[config.mk]
export PLATFORM = sky130hd
export DESIGN_NAME = rs_slot
export DESIGN_NICKNAME = d
export VERILOG_FILES = /design/src/source/rs_pkg.sv /design/src/source/rs_slot.sv
export VERILOG_INCLUDE_DIRS = /design/src /design/src/source
export SDC_FILE = /design/constraint.sdc
export NUM_CORES = 1
export LEC_CHECK = 0
export CAP_MARGIN = 20
export CORE_MARGIN = 5
export CORE_UTILIZATION = 50
export CTS_BUF_LIST = sky130_fd_sc_hd__clkbuf_8 sky130_fd_sc_hd__clkbuf_16
export DETAILED_ROUTE_END_ITERATION = 12
export DONT_BUFFER_PORTS = 1
export PLACE_DENSITY = 0.74
export SKIP_CTS_REPAIR_TIMING = 1
export SYNTH_ARGS = -nofsm -noshare
export SYNTH_HDL_FRONTEND = slang
export SYNTH_SLANG_ARGS = --single-unit
export TNS_END_PERCENT = 5
[constraint.sdc]
create_clock -name clock -period 3.77 [get_ports clock]
set_input_delay 0.5655 -clock clock [delete_from_list [all_inputs] [get_ports clock]]
set_output_delay 0.5655 -clock clock [all_outputs]
set_load 0.02 [all_outputs]
[src/source/rs_settings.svh]
/*
 * sizing of the reservation station datapath and pools,
 * included by the package and by every module that needs a width
 */
`ifndef RS_SETTINGS_SVH
`define RS_SETTINGS_SVH

// datapath widths
`define RS_XLEN 32
`define RS_TAG_BITS 5

// pool sizes, one functional unit per slot
`define RS_NUM_ALU 4
`define RS_NUM_MULT 2

// cycles from multiplier start to done
// the stage counter assumes at least 2
`define RS_MULT_STAGES 3

`endif
[src/source/rs_pkg.sv]
/*
 * shared types of the reservation station: opcodes, slot states
 * and the packed structs passed between slots, units and the selector
 */
`default_nettype none

`include "rs_settings.svh"

package rs_pkg;

    typedef enum logic [3:0] {
        OP_ADD,
        OP_SUB,
        OP_AND,
        OP_OR,
        OP_XOR,
        OP_SLT,
        OP_SLL,
        OP_SRL,
        OP_MUL
    } rs_op_e;

    typedef enum logic [1:0] {
        SLOT_IDLE,
        SLOT_WAITING,
        SLOT_EXECUTING
    } slot_state_e;

    // tag zero means the value is already valid
    typedef struct packed {
        logic                    ready;
        logic [`RS_TAG_BITS-1:0] tag;
        logic [`RS_XLEN-1:0]     value;
    } operand_t;

    typedef struct packed {
        rs_op_e                  op;
        logic [`RS_TAG_BITS-1:0] dest;
        operand_t                src1;
        operand_t                src2;
    } dispatch_t;

    typedef struct packed {
        rs_op_e                  op;
        logic [`RS_TAG_BITS-1:0] dest;
        logic [`RS_XLEN-1:0]     value1;
        logic [`RS_XLEN-1:0]     value2;
    } issue_t;

    typedef struct packed {
        logic                    valid;
        logic [`RS_TAG_BITS-1:0] tag;
        logic [`RS_XLEN-1:0]     value;
    } cdb_t;

    typedef struct packed {
        logic                    done;
        logic [`RS_TAG_BITS-1:0] tag;
        logic [`RS_XLEN-1:0]     value;
    } unit_result_t;

endpackage

`default_nettype wire

[src/source/rs_slot.sv]
/*
 * one reservation station slot, paired with a single functional unit;
 * holds an instruction until its operands wake and its result is granted
 */
`timescale 1ns/1ps
`default_nettype none

`include "rs_settings.svh"

module rs_slot import rs_pkg::*; (
    input  logic      clock,
    input  logic      reset,
    input  logic      squash,
    input  logic      load,
    input  dispatch_t load_data,
    input  cdb_t      wakeup,
    input  logic      granted,
    output logic      idle,
    output logic      issue_start,
    output issue_t    issue
);

    slot_state_e             state;
    rs_op_e                  op_q;
    logic [`RS_TAG_BITS-1:0] dest_q;
    operand_t                src1_q;
    operand_t                src2_q;

    // capture a matching broadcast into a waiting operand
    function automatic operand_t wake(operand_t src, cdb_t bus);
        operand_t res;
        res = src;
        if (src.tag == {`RS_TAG_BITS{1'b0}}) begin
            res.ready = 1'b1;
        end else if (!src.ready && bus.valid && bus.tag == src.tag) begin
            res.ready = 1'b1;
            res.value = bus.value;
        end
        return res;
    endfunction

    assign idle        = (state == SLOT_IDLE);
    assign issue_start = (state == SLOT_WAITING) && src1_q.ready && src2_q.ready;

    assign issue.op     = op_q;
    assign issue.dest   = dest_q;
    assign issue.value1 = src1_q.value;
    assign issue.value2 = src2_q.value;

    always_ff @(posedge clock) begin
        if (reset || squash) begin
            state <= SLOT_IDLE;
        end else begin
            case (state)
                SLOT_IDLE:      if (load) state <= SLOT_WAITING;
                SLOT_WAITING:   if (issue_start) state <= SLOT_EXECUTING;
                SLOT_EXECUTING: if (granted) state <= SLOT_IDLE;
                default:        state <= SLOT_IDLE;
            endcase
        end
    end

    // bypass from the bus applies at load as well
    always_ff @(posedge clock) begin
        if (load) begin
            op_q   <= load_data.op;
            dest_q <= load_data.dest;
            src1_q <= wake(load_data.src1, wakeup);
            src2_q <= wake(load_data.src2, wakeup);
        end else if (state == SLOT_WAITING) begin
            src1_q <= wake(src1_q, wakeup);
            src2_q <= wake(src2_q, wakeup);
        end
    end

    // the unit is only granted while its instruction executes
    a_grant_executing: assert property (@(posedge clock) disable iff (reset || squash)
        granted |-> (state == SLOT_EXECUTING));

endmodule

`default_nettype wire

==> results.py <==
metrics = {
    "worst_setup_path": {
        "critPathRequiredTime_ps": 3800,
        "path_delay_family": "simple AND/OR/NAND/NOR gates",
        "path_buf_inv": 1,
        "rrSetupSlack_ps": 1230,
        "slowest_delay_ps": 590,
        "rr_endpoint": "issue[19]",
        "crit_path_start_kind": "flop",
        "slowest_stage": "or4_1",
        "endpoint_kind": "flop",
        "crit_type": "reg2reg",
        "cp_cell_sequence": "nor2b_1 -> nand2_1 -> or4_1 -> o21bai_4 -> buf_4",
        "cp.arrival_ps": 2560,
        "r2r_cells": 5,
        "reg2reg_from": "state[0]",
        "cp_max_fo": 18,
    },
    "sta": {
        "hold_viol": 0,
        "skew_ps": 15.99,
        "slew_headroom_pct": 65.94,
        "setup_viol": 0,
        "setup_tns_ps": 0,
        "rsz0062_at_grt": "no",
        "fmax_ghz": 0.3942,
        "period_share_pct": 67.29,
        "worst_pin_slew_ps": 511.0,
        "slew_viol_final": 0,
        "fin_crit_ps": 2537,
    },
    "cells_and_area": {
        "drive_gt1_share_pct": 37.60,
        "syn_to_final_growth_pct": -4.058,
        "post-route-util_pct": 48.71,
        "diodes": 0,
        "final_cell_mix": "85 x edfxtp_1, 60 x mux2_4, 20 x xnor2_1, 10 x and2_1, 9 x clkbuf_8",
        "final_nets": 365,
        "final_common_cell": "edfxtp_1",
    },
    "routing": {
        "viasPerCell": 5.547,
        "vias": 1958,
        "routed_wl_um": 8796,
        "first_pass_iters": 5,
        "wl_per_cell_um": 24.92,
        "drc": 0,
        "ant_nets": 0,
        "drt_iter0_drc": 90,
    },
    "clocking": {
        "clockRootBuffer": "clkbuf_8",
        "cts_tree": "yes",
        "clk_pin_slew_ps": 90,
        "cts_max_path_buffers": 2,
        "clkLatencyLatePin_ps": 340,
        "cts_buffers": 9,
        "clkSinkCount": 87,
        "htreeDepth": 3,
    },
    "global_route": {
        "grt_max_degree": 39,
        "grt_first_pass_wirelength_um": 13010,
        "grt_overflow_total": 0,
        "antenna_found_initial": 0,
        "grt_util_all_layers_pct": 15.45,
        "first_global_vias": 2219,
    },
    "status": {
        "status": "finished, final reports clean",
    },
    "pwr": {
        "pwr-share-clk_pct": 28.5,
        "ir_worst_vdd_v": 0.0002466,
        "p_seq_share_pct": 62.3,
        "p_switching_mw": 0.5035,
        "powerDensity_mw_per_mm2": 452.2,
        "combPwrFrac_pct": 9.2,
        "p_int_mw": 1.503,
        "switching_share_pct": 25.10,
        "p_leak_nw": 1.613,
    },
    "floorplanning": {
        "die_x_um": 106.2,
        "ios": 203,
        "design.core.area_mm2": 0.009109,
        "start_util_pct": 50.77,
        "die_area_mm2": 0.01127,
        "rows": 35,
        "fp.dieH_um": 106.2,
    },
    "placement": {
        "port_buffers": 0,
        "dpl.hpwl_um": 6717,
        "gp_congestion": 0.7626,
    },
    "logic_synthesis": {
        "synth_seq_area_share_pct": 56.06,
        "syn_area_mm2": 0.004624,
        "syn_nets": 425,
        "ys_types": 26,
        "synth_warnings": 0,
        "avgSynthCellArea_um2": 15.57,
        "synthCells": 297,
        "ys_ff_latch": 87,
    },
    "min_path": {
        "hold_depth": 1,
        "min_from": "reset",
        "min_to": "state[1]",
        "hold_class": "in2reg",
    },
    "job": {
        "cap_viol_max_count": 0,
    },
}
## Yosys cell counts (all sizes together)
library cell  number  share of area (%)
nand3b             2               0.32
nor3b              2               0.32
buf               70                 12
dfxtp              2               0.87
a31oi              1               0.14
nand4              2               0.27
nor3               2               0.22
a21oi              3               0.32
nand3              2               0.22
mux2              64                 20
clkbuf             6               0.49
nor2               6               0.81
and3               1               0.14
xnor2             20                3.8
nor2b              1               0.14
o21bai             2               0.32
and2              10                1.4
o21ai              3               0.32
or4                6                1.1
nand2              5               0.41
o31ai              2               0.92
edfxtp            85                 55
## flip-flops by register name (all words and copies together), names as in the netlist
| name | count |
|---|---|
| dest_q | 5 |
| issue | 64 |
| op_q | 4 |
| src1_q | 6 |
| src2_q | 6 |
| state | 2 |
## per-layer routing
metal	share of wire, %	GRT usage, %
met1	37	16.70
met2	51	26.24
met3	12	7.954
met4	0.84	4.903
met5	0	0
## worst max path at each step
stage,from,end,slack [ps],cells after the start
detailed placement,wakeup[34],issue[12],1150,5
global route,state[0],issue[19],1070,5
global placement,wakeup[36],issue[12],1220,5
floorplan,wakeup[36],issue[32],280,5
CTS,state[0],issue[20],1160,5
finish,state[0],issue[19],1230,5
## metrics by stage
step	std cells	worst slack, ps	power (mW)	instance area, um2	hold slack (ps)
2_1_floorplan	297	279.6	1.485	4624	447.4
3_3_place_gp	337	1217	1.459	4265	476.6
3_5_place_dp	337	1151	1.463	4265	503.4
4_1_cts	353	1165	2.037	4437	269.7
5_1_grt	353	1070	2.098	4437	273.4
6_report	353	1233	2.006	4437	292.9
## worst reg2reg max path: cells and delay by family, from the launching register on
kind / cells / cell delay, ps
simple gates: 3 / 1000
compound gates: 1 / 470
flops: 1 / 400
buf+inv: 1 / 360
## final cells by class
class                           instances  area, um2
Fill cell                             750       4672
Tap cell                              111      138.9
Timing Repair Buffer                    5      50.05
Multi-Input combinational cell        134       1484
Clock buffer                            9      123.9
Sequential cell                        87       2592
Clock inverter                          7      47.55
## power groups by stage
stage / combinational (mW) / sequential, mW / clock [mW]
after floorplan: 0.293 / 1.19 / 0
after global routing: 0.200 / 1.26 / 0.641
final: 0.185 / 1.25 / 0.572
after global placement: 0.185 / 1.27 / 0
after detailed placement: 0.189 / 1.27 / 0
after CTS: 0.189 / 1.25 / 0.595
## logic make-up (layout without fill, tap and decap cells)
group,after synthesis,in the layout,synth area share (%)
flip-flops,87,87,56.06
XOR/XNOR,20,20,3.788
buffers and inverters,76,21,12.34
multiplexers,64,64,20.45
AO/OA/AOI/OAI,11,11,2.029
AND/OR/NAND/NOR,39,39,5.330
(Power assumes the default switching activity.)
