--- src/source/rs_settings.svh ---
/*
 * sizing of the reservation station datapath and pools,
 * included by the package and by every module that needs a width
 */
`ifndef RS_SETTINGS_SVH
`define RS_SETTINGS_SVH

// datapath widths
`define RS_XLEN 32
`define RS_TAG_BITS 5

// pool sizes, one functional unit per slot
`define RS_NUM_ALU 4
`define RS_NUM_MULT 2

// cycles from multiplier start to done
// the stage counter assumes at least 2
`define RS_MULT_STAGES 3

`endif
--- src/source/rs_pkg.sv ---
/*
 * shared types of the reservation station: opcodes, slot states
 * and the packed structs passed between slots, units and the selector
 */
`default_nettype none

`include "rs_settings.svh"

package rs_pkg;

    typedef enum logic [3:0] {
        OP_ADD,
        OP_SUB,
        OP_AND,
        OP_OR,
        OP_XOR,
        OP_SLT,
        OP_SLL,
        OP_SRL,
        OP_MUL
    } rs_op_e;

    typedef enum logic [1:0] {
        SLOT_IDLE,
        SLOT_WAITING,
        SLOT_EXECUTING
    } slot_state_e;

    // tag zero means the value is already valid
    typedef struct packed {
        logic                    ready;
        logic [`RS_TAG_BITS-1:0] tag;
        logic [`RS_XLEN-1:0]     value;
    } operand_t;

    typedef struct packed {
        rs_op_e                  op;
        logic [`RS_TAG_BITS-1:0] dest;
        operand_t                src1;
        operand_t                src2;
    } dispatch_t;

    typedef struct packed {
        rs_op_e                  op;
        logic [`RS_TAG_BITS-1:0] dest;
        logic [`RS_XLEN-1:0]     value1;
        logic [`RS_XLEN-1:0]     value2;
    } issue_t;

    typedef struct packed {
        logic                    valid;
        logic [`RS_TAG_BITS-1:0] tag;
        logic [`RS_XLEN-1:0]     value;
    } cdb_t;

    typedef struct packed {
        logic                    done;
        logic [`RS_TAG_BITS-1:0] tag;
        logic [`RS_XLEN-1:0]     value;
    } unit_result_t;

endpackage

`default_nettype wire

--- src/source/alu_unit.sv ---
/*
 * single-cycle integer ALU for one slot; the result is registered
 * and offered to the selector until it is granted
 */
`timescale 1ns/1ps
`default_nettype none

`include "rs_settings.svh"

module alu_unit import rs_pkg::*; (
    input  logic         clock,
    input  logic         reset,
    input  logic         squash,
    input  logic         start,
    input  issue_t       issue,
    input  logic         granted,
    output unit_result_t result
);

    logic [`RS_XLEN-1:0]     alu_out;
    logic                    done_q;
    logic [`RS_TAG_BITS-1:0] tag_q;
    logic [`RS_XLEN-1:0]     value_q;

    always_comb begin
        case (issue.op)
            OP_ADD:  alu_out = issue.value1 + issue.value2;
            OP_SUB:  alu_out = issue.value1 - issue.value2;
            OP_AND:  alu_out = issue.value1 & issue.value2;
            OP_OR:   alu_out = issue.value1 | issue.value2;
            OP_XOR:  alu_out = issue.value1 ^ issue.value2;
            OP_SLT:  alu_out = {{(`RS_XLEN-1){1'b0}},
                                $signed(issue.value1) < $signed(issue.value2)};
            OP_SLL:  alu_out = issue.value1 << issue.value2[4:0];
            OP_SRL:  alu_out = issue.value1 >> issue.value2[4:0];
            default: alu_out = '0;
        endcase
    end

    always_ff @(posedge clock) begin
        if (reset || squash) begin
            done_q <= 1'b0;
        end else if (start) begin
            done_q <= 1'b1;
        end else if (granted) begin
            done_q <= 1'b0;
        end
    end

    always_ff @(posedge clock) begin
        if (start) begin
            tag_q   <= issue.dest;
            value_q <= alu_out;
        end
    end

    assign result.done  = done_q;
    assign result.tag   = tag_q;
    assign result.value = value_q;

endmodule

`default_nettype wire

--- config.mk ---
export PLATFORM = sky130hd
export DESIGN_NAME = alu_unit
export DESIGN_NICKNAME = d
export VERILOG_FILES = /design/src/source/rs_pkg.sv /design/src/source/alu_unit.sv
export VERILOG_INCLUDE_DIRS = /design/src /design/src/source
export SDC_FILE = /design/constraint.sdc
export NUM_CORES = 1
export LEC_CHECK = 0
export BUFFER_PORTS_ARGS = -buffer_cell sky130_fd_sc_hd__buf_2
export CORE_MARGIN = 4
export CORE_UTILIZATION = 30
export CTS_CLUSTER_DIAMETER = 30
export CTS_CLUSTER_SIZE = 25
export DETAILED_ROUTE_END_ITERATION = 16
export GPL_TIMING_DRIVEN = 0
export SETUP_SLACK_MARGIN = 0.2
export SYNTH_ARGS = -nofsm -noshare
export SYNTH_HDL_FRONTEND = slang
export SYNTH_SLANG_ARGS = --single-unit
--- constraint.sdc ---
create_clock -name clock -period 3.6 [get_ports clock]
set_input_delay 0.36 -clock clock [delete_from_list [all_inputs] [get_ports clock]]
set_output_delay 0.36 -clock clock [all_outputs]
set_load 0.02 [all_outputs]
==> results.cfg, run 1 <==
[status]
status = finished clean

[route]
via_per_inst = 6.32
wl_um = 52600
vias = 11600
first_pass_iters = 5
wl_per_cell_um = 28.6
drt_iter0_markers = 1339
ant_nets = 0
route.detailed.drc = 0

[clocking]
cts_tree = done
cts_max_path_buffers = 2
htree_num_levels = 2
hold_buffers = 0
cts_buffers = 5
cts_sinks = 38
clkTransAtPathRegs_ns = 0.08
clk_latency_ns = 0.29
cts-root-buf = clkbuf_16

[cells_and_area]
nets = 1629
mostFrequentLayoutCell = nor2_1
drive_gt1_share_pct = 17.4
most-common-layout-cells = nor2_1 (142), buf_2 (118), o21ai_0 (112)
area_growth_pct = 17.9

[pwr]
power.total_w = 0.00278
max-vdd-ir-drop_mv = 0.160
power.density_nw_per_um2 = 251
leakage_nw = 4.72

[worst_setup_path]
crit_path_max_fanout = 12
crit_start = issue[1]
rr_worst_depth = 2
worstSetupEndpointType = register
crit_path_end = value_q[11]
r2r_start = done_q
crit_type = in -> reg
cp-start-kind = input pin
critPathArrivalTime_ns = 3.50
r2r_slack_ns = 2.98
crit-reg2reg-capture = done_q
worstPathRequired_ns = 3.64

[global_routing]
track_usage_pct = 29.6
antenna_found_initial = 1
grt_pass1_wl_um = 74900
overflow = 0
grt_pass1_vias = 10900
grt_max_degree = 39

[place]
numPortBuffers = 113
gp_congestion = 1.09
dp_hpwl_um = 42500

[yosys]
ys_seq_area_share_pct = 12.0
ys_seq_elements = 38
syn_avg_cell_area_um2 = 7.17
syn_area_um2 = 9420
synthArstFlopShare_pct = 0
synth_enable_flop_cells = 37
syn_nets = 1499
ys.flop_type = edfxtp_1
synthesis.instances = 1313
yosysWarnings = 0
yosys.cell_types.count = 70

[die]
die_w_um = 185
start_util_pct = 30.6
rows = 64
die-area_um2 = 34300
core_um2 = 30700
die_h_um = 185
ios = 116

[timing]
period_minus_slack_ns = 3.45
clock.fmax_mhz = 289
grt_setup_unrepaired = yes
whs_ns = 0.221
maxSlewHeadroom_pct = 11.7
tightest_slew_ns = 1.31
drv_slew = 0
finalHoldViolations = 0
finalSetupViolCount = 0
skew_ns = 0
period_share_pct = 96.0

[worst_hold_path]
hold_path.class = in -> reg

[flow_run]
cap_violations = 0
how the worst min path moves through the flow:
stage	from	endpoint	cells past startpoint	slack, ns
after floorplan	reset	done_q	1	0.44
after global placement	done_q	done_q	2	0.51
after detailed placement	done_q	done_q	2	0.51
after CTS	reset	done_q	2	0.22
after global routing	reset	done_q	2	0.23
final	reset	done_q	2	0.22
Yosys cell counts (14+ instances only):
master    count  area (um^2)
a22oi_1      34          255
mux2i_1      59          591
o22ai_1      17          106
o211ai_1     31          233
inv_1        95          357
a21oi_1     107          536
nand2_1     105          394
a221oi_1     15          131
xnor2_1      14          123
nand2b_1     23          144
mux4_2       21          473
nor2_1      143          537
a31oi_1      15         93.8
or3_1        14         87.6
clkbuf_1     74          278
nor3_1       33          165
a211oi_1     22          165
ha_1        106         1330
nand4_1      17          106
o21ai_0     124          621
nand3_1      19         95.1
a21o_1       15          113
edfxtp_1     37         1110
critical path, cell delays in order:
cell	delay (ns)
buf_2	0.13
clkbuf_8	0.19
clkinv_4	0.10
buf_6	0.18
clkbuf_8	0.21
ha_4	0.26
a21oi_2	0.16
nand4b_1	0.21
a31oi_4	0.15
o41ai_4	0.41
buf_4	0.22
nor2_1	0.04
a31oi_1	0.23
xnor2_1	0.16
o211ai_1	0.48
repair_timing:
item                       in CTS  in global routing
pin swaps                       8                 12
setup endpoints to repair      32                 21
resized for setup              76                 47
setup buffers                   6                  3
registers in the layout, summed over array words and instances (netlist names):
name and cells:
done_q 1, tag_q 5, value_q 32
area by class of cell:
| type | instances | area, um^2 |
|---|---|---|
| Buffer | 97 | 517 |
| Timing Repair Buffer | 123 | 641 |
| Sequential cell | 38 | 1130 |
| Inverter | 99 | 387 |
| Fill cell | 3357 | 19600 |
| Antenna cell | 1 | 2.50 |
| Clock buffer | 7 | 143 |
| Multi-Input combinational cell | 1079 | 7780 |
| Tap cell | 396 | 495 |
| Clock inverter | 1 | 5.00 |
metrics by stage:
| stage | std cells | setup TNS [ns] | setup slack, ns | instance area, um^2 | utilization, % |
|---|---|---|---|---|---|
| finish | 1841 | 0 | 0.145 | 11100 | 36.1 |
| global placement | 1822 | -35.01 | -1.65 | 10500 | 34.1 |
| detailed placement | 1823 | -32.04 | -1.57 | 10500 | 34.2 |
| CTS | 1837 | 0 | 0.205 | 10900 | 35.6 |
| floorplan | 1313 | 0 | 0.173 | 9430 | - |
| global route | 1840 | 0 | 0.120 | 11100 | 36.1 |
layer usage:
metal | share of wire (%) | track usage (%) | routed length (um) | up-vias
li1 | - | - | - | 5116
met5 | 0 | 0 | 0 | -
met1 | 42 | 40.8 | 22100 | 5555
met4 | 4.9 | 12.2 | 2580 | 0
met3 | 10 | 5.26 | 5350 | 146
met2 | 43 | 45.8 | 22600 | 810
where the power goes:
part	internal (W)	switching (W)
sequential	0.000541	0.00000948
clock	0.000277	0.000231
combinational	0.000555	0.00117
kinds of logic (layout without fill, tap and decap cells):
| kind of cell | after synthesis | after routing | synth area share, % |
|---|---|---|---|
| other | 0 | 1 | 0 |
| AO/OA/AOI/OAI | 462 | 462 | 31.5 |
| multiplexers | 91 | 91 | 12.6 |
| buffers and inverters | 196 | 327 | 8.07 |
| XOR/XNOR | 19 | 19 | 1.77 |
| adder cells (fa/ha/maj) | 108 | 108 | 14.5 |
| flip-flops | 38 | 38 | 12.0 |
| AND/OR/NAND/NOR | 399 | 399 | 19.6 |
(Power assumes the default switching activity.)
==> inputs of run 2 (changes only) <==
--- a/config.mk
+++ b/config.mk
@@ -13,7 +13,7 @@
 export CTS_CLUSTER_SIZE = 25
 export DETAILED_ROUTE_END_ITERATION = 16
 export GPL_TIMING_DRIVEN = 0
-export SETUP_SLACK_MARGIN = 0.2
+export SETUP_SLACK_MARGIN = 0.15
 export SYNTH_ARGS = -nofsm -noshare
 export SYNTH_HDL_FRONTEND = slang
 export SYNTH_SLANG_ARGS = --single-unit
==> results.cfg, run 2 (same netlist as run 1, synthesis figures left out) <==
[place]
dp_slack_ns = -1.80
dp_cells = 1824
place_area_um2 = 10500
gp_congestion = 1.07
dp_hpwl_um = 42100
numPortBuffers = 113

[clocking]
hold_buffers = 0
clkTransAtPathRegs_ns = 0.06
clk_latency_ns = 0.30
cts_tree = done
cts_max_path_buffers = 2
cts-root-buf = clkbuf_16
htree_num_levels = 2
cts_sinks = 38
cts_buffers = 5

[die]
die_h_um = 185
rows = 64
die-area_um2 = 34300
die_w_um = 185
core_um2 = 30700
start_util_pct = 30.6
ios = 116

[worst_hold_path]
hold_path.class = in -> reg

[route]
via_per_inst = 6.40
first_pass_iters = 6
drt_iter0_markers = 1679
route.detailed.drc = 0
ant_nets = 0
wl_um = 52500
vias = 11800
wl_per_cell_um = 28.5

[worst_setup_path]
crit_path_max_fanout = 10
worstSetupEndpointType = register
worstPathRequired_ns = 3.58
crit_type = in -> reg
critPathArrivalTime_ns = 3.44
cp-start-kind = input pin

[status]
status = finished clean

[timing]
drv_slew = 0
finalSetupViolCount = 0
grt_setup_unrepaired = yes
tightest_slew_ns = 1.18
period_minus_slack_ns = 3.47
finalHoldViolations = 0
clock.fmax_mhz = 288
period_share_pct = 96.3
finalWorstSetupSlack_ns = 0.132
skew_ns = 0
maxSlewHeadroom_pct = 20.5

[flow_run]
cap_violations = 0

[global_routing]
grt_pass1_wl_um = 74500
overflow = 0
antenna_found_initial = 1
grt_pass1_vias = 10900
track_usage_pct = 29.3
grt_max_degree = 39

[cells_and_area]
postLayoutCellArea_um2 = 11100
largestRegisters = value_q (32), tag_q (5), done_q (1)
drive_gt1_share_pct = 17.2
final_cells = 1839
n_fill_cell = 3358
top_register = value_q
final_util_pct = 36.1
mostFrequentLayoutCell = nor2_1
nets = 1629
area_growth_pct = 18.0
n_antenna_cell = 0
largest_reg_flops = 32
most-common-layout-cells = nor2_1 (142), buf_2 (117), o21ai_0 (113)

[pwr]
power.total_w = 0.00273
max-vdd-ir-drop_mv = 0.159
power.density_nw_per_um2 = 246
leakage_nw = 4.70
[run 2: changes by cell type in the layout (fill, tap and decap cells not counted), sizes merged]
cell           previous run  this run
diode                     1         0
clkinv                    4         5
buf                     144       143
clkdlybuf4s15             0         1
clkbuf                   83        81
[run 2: worst paths after layout]
check / slack [ns] / endpoint / start / cells past startpoint
hold / removal: 0.22 / done_q / squash / 2
setup reg to reg: 2.98 / done_q / done_q / 2
hold reg to reg: 0.53 / done_q / done_q / 2
setup / recovery: 0.13 / value_q[10] / issue[69] / 9
[run 2: worst max-delay path, cell delays in order]
cell and delay, ns:
buf_2 0.09, clkbuf_1 0.35, clkdlybuf4s15_1 0.70, inv_1 0.42, clkbuf_1 0.51, nor3_1 0.33, nor2_1 0.09, xnor2_1 0.34
o211ai_1 0.24
[run 2: metal layers]
layer | GRT usage (%) | share of wire [%]
met1 | 41.1 | 42
met2 | 45.9 | 43
met3 | 4.85 | 10
met4 | 9.86 | 4.4
met5 | 0 | 0.023
[run 2: power breakdown]
group          switching [W]  total (W)  internal, W
Combinational        0.00117    0.00173     0.000556
Sequential         0.0000107   0.000553     0.000542
Clock               0.000200   0.000451     0.000251
[run 2: what timing repair did]
action                     in CTS  in global routing
buffers inserted                5                  3
resized for setup              64                 60
pin swaps                       8                 14
setup endpoints to repair      32                 27
[run 2: area by class of cell]
class | count | area, um^2 | area share [%]
Buffer | 97 | 520 | 4.68
Multi-Input combinational cell | 1079 | 7800 | 70.2
Tap cell | 396 | 495 | 4.46
Timing Repair Buffer | 123 | 644 | 5.80
Sequential cell | 38 | 1130 | 10.2
Clock inverter | 2 | 10.0 | 0.0901
Inverter | 99 | 387 | 3.48
Clock buffer | 5 | 125 | 1.13
[run 2: per-stage QoR]
stage	setup TNS (ns)	hold WS, ns
3_3_place_gp	-36.74	0.507
5_1_grt	0	0.219
6_report	0	0.216
3_5_place_dp	-37.35	0.519
2_1_floorplan	0	0.437
4_1_cts	0	0.214
==> inputs of run 3 (changes only) <==
==> constraint.sdc (replaced) <==
create_clock -name clock -period 3.6 [get_ports clock]
set_input_delay 0.18 -clock clock [delete_from_list [all_inputs] [get_ports clock]]
set_output_delay 0.18 -clock clock [all_outputs]
set_load 0.02 [all_outputs]
==> results.cfg, run 3 (same netlist as run 1, synthesis figures left out) <==
[status]
status = finished clean

[timing]
finalHoldViolations = 0
period_share_pct = 97.5
finalSetupViolCount = 0
finalWorstSetupSlack_ns = 0.0913
maxSlewHeadroom_pct = 22.2
skew_ns = 0
whs_ns = 0.0372
period_minus_slack_ns = 3.51
grt_setup_unrepaired = yes
tightest_slew_ns = 1.16
drv_slew = 0
clock.fmax_mhz = 285

[worst_setup_path]
slowest_delay_ns = 0.78
worstPathRequired_ns = 3.56
cpMostUsedCell = clkdlybuf4s15_1
cp_cell_sequence = buf_2, clkbuf_1, clkdlybuf4s15_1, clkbuf_2, clkdlybuf4s15_1, nor3_1, o31ai_1, nand3_1
critPathArrivalTime_ns = 3.47
crit_type = in -> reg
cp-start-kind = input pin
crit_path_max_fanout = 10
worstSetupEndpointType = register
critPathSlowestCell = clkdlybuf4s15_1

[pwr]
leakage_nw = 4.64
power.total_w = 0.00271
power.density_nw_per_um2 = 248
max-vdd-ir-drop_mv = 0.137

[route]
route.detailed.drc = 0
first_pass_iters = 7
ant_nets = 0
vias = 11800
wl_per_cell_um = 29.1
wl_um = 53300
drt_iter0_markers = 1679
via_per_inst = 6.44

[die]
core_um2 = 30700
rows = 64
die_w_um = 185
ios = 116
die-area_um2 = 34300
die_h_um = 185
start_util_pct = 30.6

[place]
gp_congestion = 1.06
place_area_um2 = 10500
numPortBuffers = 113
dp_slack_ns = -1.58
dp_hpwl_um = 43400

[cells_and_area]
largestRegisters = value_q (32), tag_q (5), done_q (1)
drive_gt1_share_pct = 15.4
top_register = value_q
postLayoutCellArea_um2 = 10900
n_fill_cell = 3410
layout.area.seq_um2 = 1130
mostFrequentLayoutCell = nor2_1
n_antenna_cell = 0
multi_input_area_um2 = 7720
most-common-layout-cells = nor2_1 (142), buf_2 (118), o21ai_0 (115)
final_util_pct = 35.6
area_growth_pct = 16.2
largest_reg_flops = 32
nets = 1623

[clocking]
cts_tree = done
cts-root-buf = clkbuf_16
clk_latency_ns = 0.29
cts_max_path_buffers = 2
clkTransAtPathRegs_ns = 0.06
htree_num_levels = 2
cts_buffers = 5
cts_sinks = 38

[global_routing]
antenna_found_initial = 4
grt_pass1_vias = 11100
grt_max_degree = 39
track_usage_pct = 30.1
grt_pass1_wl_um = 76200
overflow = 0

[worst_hold_path]
hold_path.class = in -> reg

[flow_run]
cap_violations = 0
==> run 3: changes by cell type in the layout (fill, tap and decap cells not counted), moves of 4 or more <==
cell / change
clkbuf_1: +5
mux2i_1: +4
mux2i_2: -4
a21oi_2: -5
clkbuf_8: -4
a21oi_1: +5
==> run 3: layer usage <==
metal / part of all wire (%) / vias up / track usage (%)
li1: - / 5108 / -
met1: 42 / 5689 / 41.2
met2: 42 / 853 / 46.1
met3: 11 / 152 / 6.56
met4: 5.3 / 2 / 12.0
met5: 0.024 / - / 0
==> run 3: report_power, final <==
group / leakage (nW) / internal [W] / switching (W) / total (W)
registers: 0.364 / 0.000542 / 0.0000107 / 0.000553
clock network: 0.0683 / 0.000254 / 0.000196 / 0.000450
logic: 4.21 / 0.000537 / 0.00117 / 0.00171
total: 4.64 / 0.00133 / 0.00138 / 0.00271
==> run 3: path summary, 6_finish.rpt <==
check	depth (start not counted)	startpoint	slack [ns]	end
hold / removal	2	reset	0.04	done_q
hold reg to reg	2	done_q	0.51	done_q
setup reg to reg	2	done_q	2.99	done_q
setup / recovery	8	issue[69]	0.09	value_q[9]
==> run 3: area by class of cell <==
type / instances / area share (%)
multi-input cells: 1079 / 70.5
flip-flops and latches: 38 / 10.3
repair buffers: 119 / 5.64
well taps: 396 / 4.53
plain buffers: 95 / 4.23
inverters: 99 / 3.45
clock buffers: 6 / 1.18
clock inverters: 2 / 0.0801
==> run 3: critical path, delay by kind of cell <==
family | cells | cell delay (ns)
buffers and inverters | 5 | 2.47
and+or+nand+nor | 2 | 0.43
AOI/OAI and AO/OA | 1 | 0.38
==> run 3: what timing repair did <==
item                       4_1_cts  5_1_grt
setup endpoints to repair       32       25
setup buffers                    1        3
pin swaps                        2        9
resized for setup               43       50
hold buffers                     0        0
==> run 3: stage by stage <==
stage,TNS [ns],std cells
global route,0,1834
CTS,0,1831
global placement,-35.48,1822
finish,0,1834
detailed placement,-33.50,1824
floorplan,0,1313
