**config.mk**
```make
export PLATFORM = sky130hd
export DESIGN_NAME = mult_unit
export DESIGN_NICKNAME = d
export VERILOG_FILES = /design/src/source/rs_pkg.sv /design/src/source/mult_unit.sv
export VERILOG_INCLUDE_DIRS = /design/src /design/src/source
export SDC_FILE = /design/constraint.sdc
export NUM_CORES = 1
export LEC_CHECK = 0
export BUFFER_PORTS_ARGS = -buffer_cell sky130_fd_sc_hd__buf_2
export CAP_MARGIN = 20
export CORE_MARGIN = 5
export CORE_UTILIZATION = 69
export DETAILED_ROUTE_END_ITERATION = 8
export PLACE_DENSITY = 0.95
export SKIP_CTS_REPAIR_TIMING = 1
export SKIP_LAST_GASP = 1
export SYNTH_ARGS = -nofsm -noshare
export SYNTH_HDL_FRONTEND = slang
export SYNTH_SLANG_ARGS = --single-unit
```
**constraint.sdc**
```tcl
create_clock -name clock -period 12.1 [get_ports clock]
set_clock_uncertainty 0.15 [all_clocks]
set_input_delay 0 -clock clock [delete_from_list [all_inputs] [get_ports clock]]
set_output_delay 0 -clock clock [all_outputs]
set_load 0.1 [all_outputs]
```
**src/source/rs_settings.svh**
```systemverilog
/*
 * sizing of the reservation station datapath and pools,
 * included by the package and by every module that needs a width
 */
`ifndef RS_SETTINGS_SVH
`define RS_SETTINGS_SVH

// datapath widths
`define RS_XLEN 32
`define RS_TAG_BITS 5

// pool sizes, one functional unit per slot
`define RS_NUM_ALU 4
`define RS_NUM_MULT 2

// cycles from multiplier start to done
// the stage counter assumes at least 2
`define RS_MULT_STAGES 3

`endif
```
**src/source/rs_pkg.sv**
```systemverilog
/*
 * shared types of the reservation station: opcodes, slot states
 * and the packed structs passed between slots, units and the selector
 */
`default_nettype none

`include "rs_settings.svh"

package rs_pkg;

    typedef enum logic [3:0] {
        OP_ADD,
        OP_SUB,
        OP_AND,
        OP_OR,
        OP_XOR,
        OP_SLT,
        OP_SLL,
        OP_SRL,
        OP_MUL
    } rs_op_e;

    typedef enum logic [1:0] {
        SLOT_IDLE,
        SLOT_WAITING,
        SLOT_EXECUTING
    } slot_state_e;

    // tag zero means the value is already valid
    typedef struct packed {
        logic                    ready;
        logic [`RS_TAG_BITS-1:0] tag;
        logic [`RS_XLEN-1:0]     value;
    } operand_t;

    typedef struct packed {
        rs_op_e                  op;
        logic [`RS_TAG_BITS-1:0] dest;
        operand_t                src1;
        operand_t                src2;
    } dispatch_t;

    typedef struct packed {
        rs_op_e                  op;
        logic [`RS_TAG_BITS-1:0] dest;
        logic [`RS_XLEN-1:0]     value1;
        logic [`RS_XLEN-1:0]     value2;
    } issue_t;

    typedef struct packed {
        logic                    valid;
        logic [`RS_TAG_BITS-1:0] tag;
        logic [`RS_XLEN-1:0]     value;
    } cdb_t;

    typedef struct packed {
        logic                    done;
        logic [`RS_TAG_BITS-1:0] tag;
        logic [`RS_XLEN-1:0]     value;
    } unit_result_t;

endpackage

`default_nettype wire

```
**src/source/mult_unit.sv**
```systemverilog
/*
 * fixed-latency multiplier for one slot; holds a single item
 * and keeps the low product bits until the selector grants them
 */
`timescale 1ns/1ps
`default_nettype none

`include "rs_settings.svh"

module mult_unit import rs_pkg::*; (
    input  logic         clock,
    input  logic         reset,
    input  logic         squash,
    input  logic         start,
    input  issue_t       issue,
    input  logic         granted,
    output unit_result_t result
);

    localparam int CNT_W = $clog2(`RS_MULT_STAGES + 1);

    logic                    busy;
    logic                    done_q;
    logic [CNT_W-1:0]        count;
    logic                    last_stage;
    logic [`RS_XLEN-1:0]     a_q;
    logic [`RS_XLEN-1:0]     b_q;
    logic [`RS_TAG_BITS-1:0] tag_q;
    logic [`RS_XLEN-1:0]     value_q;

    assign last_stage = busy && (count == CNT_W'(`RS_MULT_STAGES - 1));

    //////////////////////////////
    // stage counter
    always_ff @(posedge clock) begin
        if (reset || squash) begin
            busy   <= 1'b0;
            done_q <= 1'b0;
            count  <= '0;
        end else begin
            if (start) begin
                busy  <= 1'b1;
                count <= CNT_W'(1);
            end else if (busy) begin
                count <= count + 1'b1;
                if (last_stage) begin
                    busy   <= 1'b0;
                    done_q <= 1'b1;
                end
            end
            if (granted) done_q <= 1'b0;
        end
    end

    //////////////////////////////
    // operands and product
    always_ff @(posedge clock) begin
        if (start) begin
            a_q   <= issue.value1;
            b_q   <= issue.value2;
            tag_q <= issue.dest;
        end
        // only the low half is kept
        if (last_stage) value_q <= a_q * b_q;
    end

    assign result.done  = done_q;
    assign result.tag   = tag_q;
    assign result.value = value_q;

    // the paired slot only starts a mul once the previous one is gone
    a_start_free: assert property (@(posedge clock) disable iff (reset)
        start |-> !busy && !done_q && issue.op == OP_MUL);

endmodule

`default_nettype wire

```
==> flow_summary_export.csv, run 1 <==
group,metric,value,unit
floorplan,io_pins,116,
floorplan,dieArea,0.0307,mm^2
logic_synthesis,synth_top_family_by_area,"adder cells",
hold_path,hold_path_end,"a_q[3]",
finish,nNetsFinal,2604,
finish,layout-drive-gt1-share,0.0715,
logic_synthesis,avgSynthCellArea,10.0,um^2
run_status,outcome,"complete, no violations",
sta,holdWs,0.162,ns
routing,viasPerCell,6.03,
setup_path,crit_fanout,30,
placement,place_hpwl,35.9,mm
hold_path,holdCritStartpoint,"issue[35]",
sta,min_period,8.10,ns
global_routing,grt-ovfl-total,0,
placement,io_buffers,111,
finish,fillers,1537,
global_routing,grt_usage,0.329,
hold_path,whs_path_depth,2,
setup_path,r2r-end,"value_q[30]",
placement,gp_congestion,0.894,
logic_synthesis,synth_cell_types,42,
logic_synthesis,yosysWarnings,0,
logic_synthesis,synth.area.top_cells,"fa_1, edfxtp_1, and2_1, ha_1, inv_1",
logic_synthesis,synth_area,0.0188,mm^2
clock_tree,cts_tree,"yes",
setup_path,rr_worst_depth,20,
logic_synthesis,synth_ff_type,"edfxtp_1",
routing,drtIter0Drc,1471,
setup_path,crit_path_frequent_cell,"fa_1",
setup_path,start_kind,"register",
sta,period_share,0.669,
hold_path,holdCritPathClass,"primary input to register",
floorplan,die_x,175,um
setup_path,r2r-start,"b_q[2]",
global_routing,grt_pass1_vias,15600,
logic_synthesis,syn_nets,2486,
logic_synthesis,yosys-mux-area-fraction,0,
setup_path,worstSetupPathType,"register to register",
setup_path,crit_chain,"nand2_1, fa_1, inv_1, fa_1, inv_1, fa_1, fa_1, inv_1, fa_1, fa_1, fa_1, fa_1, ha_1, and3_1, a221oi_1, o21ai_0, or3_1, a21o_1, a21oi_2, xnor2_1",
routing,drt_wl_total,50.8,mm
finish,area_delta_synth_final,9.63,%
sta,worst_pin_slew,1.22,ns
clock_tree,htreeDepth,3,
setup_path,crit_path_top_delay_cell,"edfxtp_1",
routing,vias,14100,
setup_path,cpPeakStageDelay,1.13,ns
logic_synthesis,ys_seq_elements,105,
logic_synthesis,synth_compound_area_frac,0.0267,
logic_synthesis,ys_seq_area_frac,0.165,
setup_path,worstPathRequired,12.09,ns
setup_path,r2r_slack,4.00,ns
job,drv_cap,0,
global_routing,grt_pass1_wl,78.2,mm
setup_path,cp-end-kind,"register",
sta,tns,0,ns
sta,max_freq,124,MHz
global_routing,antenna_found_initial,2,
logic_synthesis,synth.top_cell.area_share,0.434,
floorplan,start_util,0.700,
sta,rsz0062_at_grt,"false",
logic_synthesis,yosysTopAreaCell,"fa_1",
clock_tree,clock_latency,0.39,ns
clock_tree,cts_root_buffer,"clkbuf_16",
logic_synthesis,synthArstFlopShare,0,
logic_synthesis,synthAdderAreaFrac,0.516,
logic_synthesis,synth-xor-area-share,0.0386,
clock_tree,cts_max_path_buffers,2,
clock_tree,clk_pin_slew_worst_paths,0.09,ns
logic_synthesis,yosys.area_share.simple,0.154,
global_routing,grt_max_degree,73,
sta,slew_violations,0,
routing,drc,0,
sta,relSlewSlack,0.189,
floorplan,rows,60,
sta,hold_violations,0,
routing,wire_per_inst,21.7,um
floorplan,die_h,175,um
logic_synthesis,synth_edf_count,101,
setup_path,crit_arrival,8.09,ns
logic_synthesis,synth_cells,1876,
routing,firstDrtPassIters,9,
sta,setup_viol,0,
routing,antenna_left,0,
floorplan,core-area,0.0269,mm^2
finish,final_util,0.768,
clock_tree,cts_made_buffers,9,
clock_tree,cts_sinks,105,
-- metal layers --
layer  wire, um  global-route usage  part of all wire
met1      15800               0.374              0.31
met2      25400               0.562              0.50
met3       6190              0.0913              0.12
met4       3510               0.183             0.069
met5         13                   0           0.00026
-- placed cells by master (no fill, tap or decap), types with 3 or more instances in the layout --
| cell | n |
|---|---|
| fa_1 | 408 |
| inv_1 | 403 |
| nand2_1 | 285 |
| and2_1 | 255 |
| ha_1 | 124 |
| buf_2 | 110 |
| edfxtp_1 | 101 |
| dlygate4sd3_1 | 74 |
| xnor2_1 | 67 |
| nor2_1 | 22 |
| a21oi_1 | 20 |
| xor2_1 | 16 |
| o21ai_0 | 13 |
| buf_4 | 10 |
| a21o_1 | 9 |
| clkbuf_16 | 9 |
| o21a_1 | 7 |
| nor3_1 | 5 |
| and3_1 | 5 |
| a211oi_1 | 4 |
| nor2b_1 | 4 |
| dfxtp_1 | 4 |
| nand3_1 | 3 |
| or3_1 | 3 |
| inv_6 | 3 |
-- worst max-delay path by stage --
stage,start,to,cells past startpoint
floorplan,b_q[2],value_q[30],22
global placement,b_q[5],value_q[31],20
detailed placement,b_q[2],value_q[30],20
CTS,b_q[2],value_q[30],20
global route,b_q[2],value_q[30],20
finish,b_q[2],value_q[30],20
-- through the flow --
stage	setup WS, ns	instance area (um^2)	cells
after floorplan	4.98	18800	1876
after global placement	4.43	19500	2248
after detailed placement	4.19	19500	2248
after CTS	4.13	19800	2264
after global routing	3.65	20600	2340
final	4.00	20600	2341
-- cells in the mapped netlist (2+ instances only) --
| library cell | instances |
|---|---|
| or3_1 | 3 |
| a21oi_1 | 20 |
| o21ai_0 | 13 |
| o211ai_1 | 2 |
| fa_1 | 408 |
| a221oi_1 | 2 |
| nand2b_1 | 2 |
| and3_1 | 5 |
| clkbuf_1 | 88 |
| nor2_1 | 22 |
| o21a_1 | 7 |
| nand3_1 | 3 |
| o21bai_1 | 2 |
| edfxtp_1 | 101 |
| dfxtp_1 | 4 |
| nor3_1 | 5 |
| a21boi_0 | 2 |
| nor4_1 | 2 |
| a21o_1 | 9 |
| nand2_1 | 285 |
| xnor2_1 | 67 |
| a21oi_2 | 2 |
| nor2b_1 | 4 |
| xor2_1 | 16 |
| ha_1 | 124 |
| and2_1 | 255 |
| a211oi_1 | 4 |
| o211a_1 | 2 |
| or2_2 | 2 |
| inv_1 | 403 |
-- state kept, by name (all words and copies together), names as in the netlist --
signal and count:
a_q 32, b_q 32, value_q 32, done_q 1, tag_q 5, busy 1
count 2
-- critical path: cells and delay by family, from the launching register on --
| kind | cells | cell delay [ns] |
|---|---|---|
| buffers and inverters | 3 | 0.15 |
| DFF | 1 | 1.13 |
| AOI/OAI and AO/OA | 4 | 0.95 |
| xor gates and xnor gates | 1 | 0.07 |
| adders and majority gates | 9 | 4.47 |
| and+or+nand+nor | 3 | 0.91 |
-- logic make-up after synthesis --
group           after synthesis
flops                       105
xor+xnor                     83
buf+inv                     492
simple gates                589
fa+ha+maj                   532
compound gates               75
-- final cells by class --
class                           count  area, um^2  share of cell area
Multi-Input combinational cell   1279       13900               0.672
Sequential cell                   105        3110               0.151
Clock buffer                        9         225              0.0109
Antenna cell                        1        2.50            0.000121
Timing Repair Buffer              196        1420              0.0689
Inverter                          403        1510              0.0733
Clock inverter                      7        73.8             0.00358
Tap cell                          341         427              0.0207
Power of run 1 is left out: the tool's default activity adds up to more than one toggle a clock period on the data nets, which glitch-free logic cannot reach.
==> inputs of run 2 (changes only) <==
Settings changed: CORE_UTILIZATION 69 to 64, PLACE_DENSITY 0.95 to 0.91.
Clock period 12.1 ns to 8.5 ns, I/O delays scaled along.
==> flow_summary_export.csv, run 2 (synthesized netlist as in run 1, its figures left out) <==
group,metric,value,unit
run_status,outcome,"complete, no violations",
placement,post-place-cells,2302,
floorplan,io_pins,116,
sta,min_period,7.95,ns
global_routing,grt_usage,0.292,
clock_tree,clock_latency,0.39,ns
finish,mostFrequentLayoutCells,"fa_1, inv_1, nand2_1",
placement,post-place-ws,0.687,ns
clock_tree,cts_max_path_buffers,2,
routing,viasPerCell,5.74,
sta,worst_pin_slew,1.18,ns
routing,antenna_left,0,
sta,holdWs,0.162,ns
global_routing,grt_max_degree,73,
sta,setup_viol,0,
hold_path,holdCritPathClass,"primary input to register",
clock_tree,cts_root_buffer,"clkbuf_16",
routing,vias,13700,
routing,drc,0,
setup_path,crit_path_frequent_cell,"fa_1",
finish,largest_registers,"a_q x32, b_q x32, value_q x32",
setup_path,worstPathRequired,8.49,ns
clock_tree,cts_sinks,105,
finish,diodes,0,
clock_tree,htreeDepth,3,
job,drv_cap,0,
routing,wire_per_inst,20.3,um
finish,fillers,1898,
sta,tns,0,ns
global_routing,grt-ovfl-total,0,
setup_path,cp-end-kind,"register",
finish,area_delta_synth_final,10.2,%
floorplan,die_x,181,um
placement,gp_congestion,0.912,
sta,period_share,0.936,
sta,rsz0062_at_grt,"false",
setup_path,cpPeakStageDelay,1.07,ns
floorplan,start_util,0.652,
sta,max_freq,126,MHz
floorplan,die_h,181,um
setup_path,crit_path_top_delay_cell,"edfxtp_1",
routing,drtIter0Drc,1078,
finish,stdcell_count,2392,
setup_path,crit_fanout,20,
global_routing,grt_pass1_wl,75.5,mm
routing,firstDrtPassIters,8,
finish,layout-drive-gt1-share,0.0762,
sta,relSlewSlack,0.211,
sta,slew_violations,0,
placement,place_hpwl,36.6,mm
floorplan,core-area,0.0289,mm^2
clock_tree,clk_pin_slew_worst_paths,0.09,ns
placement,io_buffers,111,
clock_tree,cts_tree,"yes",
floorplan,rows,62,
setup_path,start_kind,"register",
global_routing,antenna_found_initial,0,
routing,drt_wl_total,48.5,mm
global_routing,grt_pass1_vias,15100,
clock_tree,cts_made_buffers,9,
finish,final_common_cell,"fa_1",
finish,nNetsFinal,2613,
setup_path,crit_arrival,7.94,ns
sta,hold_violations,0,
sta,fin_ws,0.546,ns
setup_path,worstSetupPathType,"register to register",
floorplan,dieArea,0.0329,mm^2
setup_path,crit_chain,"nand2_1, fa_1, fa_1, inv_1, fa_1, inv_1, fa_1, fa_1, fa_1, inv_1, fa_1, fa_1, ha_1, a211o_1, a31o_1, o21ai_1, nor2_1, a2111oi_2, a21oi_1, xnor2_1",
run 2: changes by cell type in the layout (fill, tap and decap cells not counted), sizes merged:
cell    before  now
buf        122  131
diode        1    0
clkinv       3    2
bufinv       0    1
run 2: metrics by stage:
stage,util,instance area [um^2]
final,0.718,20700
after floorplan,-,18800
after global routing,0.718,20700
after CTS,0.693,20000
after detailed placement,0.682,19700
after global placement,0.682,19700
run 2: routing by layer:
layer / track usage / routed length (um) / up-vias
met5: 0 / 0 / -
met4: 0.147 / 2760 / 0
met3: 0.0760 / 5150 / 242
met2: 0.499 / 24600 / 864
met1: 0.343 / 16000 / 6871
li1: - / - / 5752
run 2: worst paths after layout:
| kind | from | to | slack, ns | cells after the start |
|---|---|---|---|---|
| worst min-delay path | start | a_q[9] | 0.16 | 1 |
| worst min register to register | count[1] | count[1] | 0.42 | 2 |
| worst max register to register | b_q[5] | value_q[26] | 0.55 | 20 |
| worst max-delay path | b_q[5] | value_q[26] | 0.55 | 20 |
run 2: area by class of cell:
type | count | area, um^2 | area share
timing repair buffer | 205 | 1450 | 0.0699
clock buffer | 9 | 225 | 0.0109
clock inverter | 7 | 95.1 | 0.00459
tap | 384 | 480 | 0.0232
multi-input combinational | 1279 | 13900 | 0.668
sequential | 105 | 3110 | 0.150
inverter | 403 | 1510 | 0.0730
run 2: critical path, delay by kind of cell (launching register included):
| family | cells | cell delay [ns] |
|---|---|---|
| adder cells (fa/ha/maj) | 9 | 4.41 |
| AO/OA/AOI/OAI | 5 | 1.40 |
| flip-flops | 1 | 1.07 |
| AND/OR/NAND/NOR | 2 | 0.34 |
| buffers and inverters | 3 | 0.19 |
| XOR/XNOR | 1 | 0.15 |
Power of run 2 is left out for the same reason.
==> inputs of run 3 (changes only) <==
Settings changed: CORE_UTILIZATION 64 to 69, PLACE_DENSITY 0.91 to 0.95.
Clock period 8.5 ns to 9.9 ns, I/O delays scaled along.
==> flow_summary_export.csv, run 3 (synthesized netlist as in run 1, its figures left out) <==
group,metric,value,unit
hold_path,holdCritPathClass,"primary input to register",
sta,min_period,8.06,ns
global_routing,grt_usage,0.329,
finish,final_common_cell,"fa_1",
sta,period_share,0.814,
clock_tree,clock_latency,0.38,ns
setup_path,crit_chain,"nand2_1, fa_1, fa_1, inv_1, fa_1, inv_1, fa_1, fa_1, fa_1, inv_1, fa_1, fa_1, ha_1, and3_1, nand2_1, a21oi_1, nor2_1, o31ai_1, a31oi_1, xnor2_1",
job,drv_cap,0,
setup_path,rr_worst_depth,20,
clock_tree,clk_pin_slew_worst_paths,0.09,ns
sta,worst_pin_slew,1.23,ns
global_routing,grt_max_degree,73,
floorplan,dieArea,0.0307,mm^2
setup_path,cpPeakStageDelay,1.18,ns
setup_path,crit_path_frequent_cell,"fa_1",
clock_tree,cts_tree,"yes",
placement,gp_congestion,0.917,
hold_path,hold_path_end,"a_q[12]",
sta,max_freq,124,MHz
sta,rsz0062_at_grt,"false",
sta,holdWs,0.166,ns
setup_path,cp-end-kind,"register",
global_routing,grt_pass1_vias,15700,
placement,place_hpwl,36.6,mm
finish,stdcell_count,2339,
floorplan,io_pins,116,
finish,diodes,0,
setup_path,crit_fanout,27,
sta,tns,0,ns
clock_tree,cts_root_buffer,"clkbuf_16",
sta,setup_viol,0,
clock_tree,cts_made_buffers,9,
floorplan,rows,60,
sta,relSlewSlack,0.180,
clock_tree,cts_max_path_buffers,2,
hold_path,holdCritStartpoint,"start",
finish,area_delta_synth_final,9.57,%
setup_path,worstSetupPathType,"register to register",
setup_path,r2r-end,"value_q[31]",
floorplan,die_h,175,um
setup_path,r2r_slack,1.84,ns
global_routing,grt_pass1_wl,78.3,mm
global_routing,antenna_found_initial,0,
setup_path,start_kind,"register",
setup_path,crit_arrival,8.02,ns
floorplan,core-area,0.0269,mm^2
finish,largest_registers,"a_q x32, b_q x32, value_q x32",
finish,nNetsFinal,2603,
clock_tree,cts_sinks,105,
placement,post-place-cells,2247,
floorplan,die_x,175,um
routing,firstDrtPassIters,5,
placement,io_buffers,111,
setup_path,crit_path_top_delay_cell,"edfxtp_1",
global_routing,grt-ovfl-total,0,
finish,layout-drive-gt1-share,0.0716,
routing,wire_per_inst,21.9,um
routing,vias,14100,
sta,slew_violations,0,
routing,drtIter0Drc,1455,
floorplan,start_util,0.700,
routing,drc,0,
clock_tree,htreeDepth,3,
hold_path,whs_path_depth,1,
setup_path,worstPathRequired,9.86,ns
routing,drt_wl_total,51.2,mm
sta,hold_violations,0,
run_status,outcome,"complete, no violations",
routing,antenna_left,0,
finish,mostFrequentLayoutCells,"fa_1, inv_1, nand2_1",
setup_path,r2r-start,"b_q[5]",
routing,viasPerCell,6.01,
[run 3: cell count changes in the layout (fill, tap and decap cells not counted)]
cell	change
bufinv_16	-1
buf_4	-12
buf_16	+2
inv_6	-1
clkinv_4	+2
[run 3: worst max-delay path by stage]
stage / startpoint / to / slack [ns]
floorplan: b_q[2] / value_q[30] / 2.78
global placement: b_q[5] / value_q[31] / 2.24
detailed placement: b_q[5] / value_q[31] / 2.04
finish: b_q[5] / value_q[31] / 1.84
CTS: b_q[5] / value_q[31] / 1.99
global route: b_q[5] / value_q[31] / 1.56
[run 3: cell type report]
type	instances	area (um^2)
Clock inverter	7	73.8
Sequential cell	105	3110
Clock buffer	9	225
Timing Repair Buffer	195	1410
Fill cell	1537	6260
Multi-Input combinational cell	1279	13900
Inverter	403	1510
Tap cell	341	427
[run 3: layer usage]
layer | share of wire | vias to the layer above | wire [um] | track usage
met2 | 0.50 | 1067 | 25900 | 0.557
met3 | 0.11 | 304 | 5800 | 0.0989
met1 | 0.32 | 6950 | 16200 | 0.371
met5 | 0 | - | 0 | 0
met4 | 0.066 | 0 | 3360 | 0.190
li1 | - | 5734 | - | -
[run 3: stage by stage]
stage	utilization	worst slack [ns]	cell area [um^2]
2_1_floorplan	-	2.78	18800
3_3_place_gp	0.726	2.24	19500
3_5_place_dp	0.726	2.04	19500
4_1_cts	0.738	1.99	19800
5_1_grt	0.767	1.56	20600
6_report	0.767	1.84	20600
[run 3: critical path, delay by kind of cell (launching register included)]
kind	cells	cell delay, ns
compound gates	3	1.05
xor+xnor	1	0.17
fa+ha+maj	9	4.39
buf+inv	3	0.16
flops	1	1.18
simple gates	4	0.68
Power of run 3 is left out for the same reason.
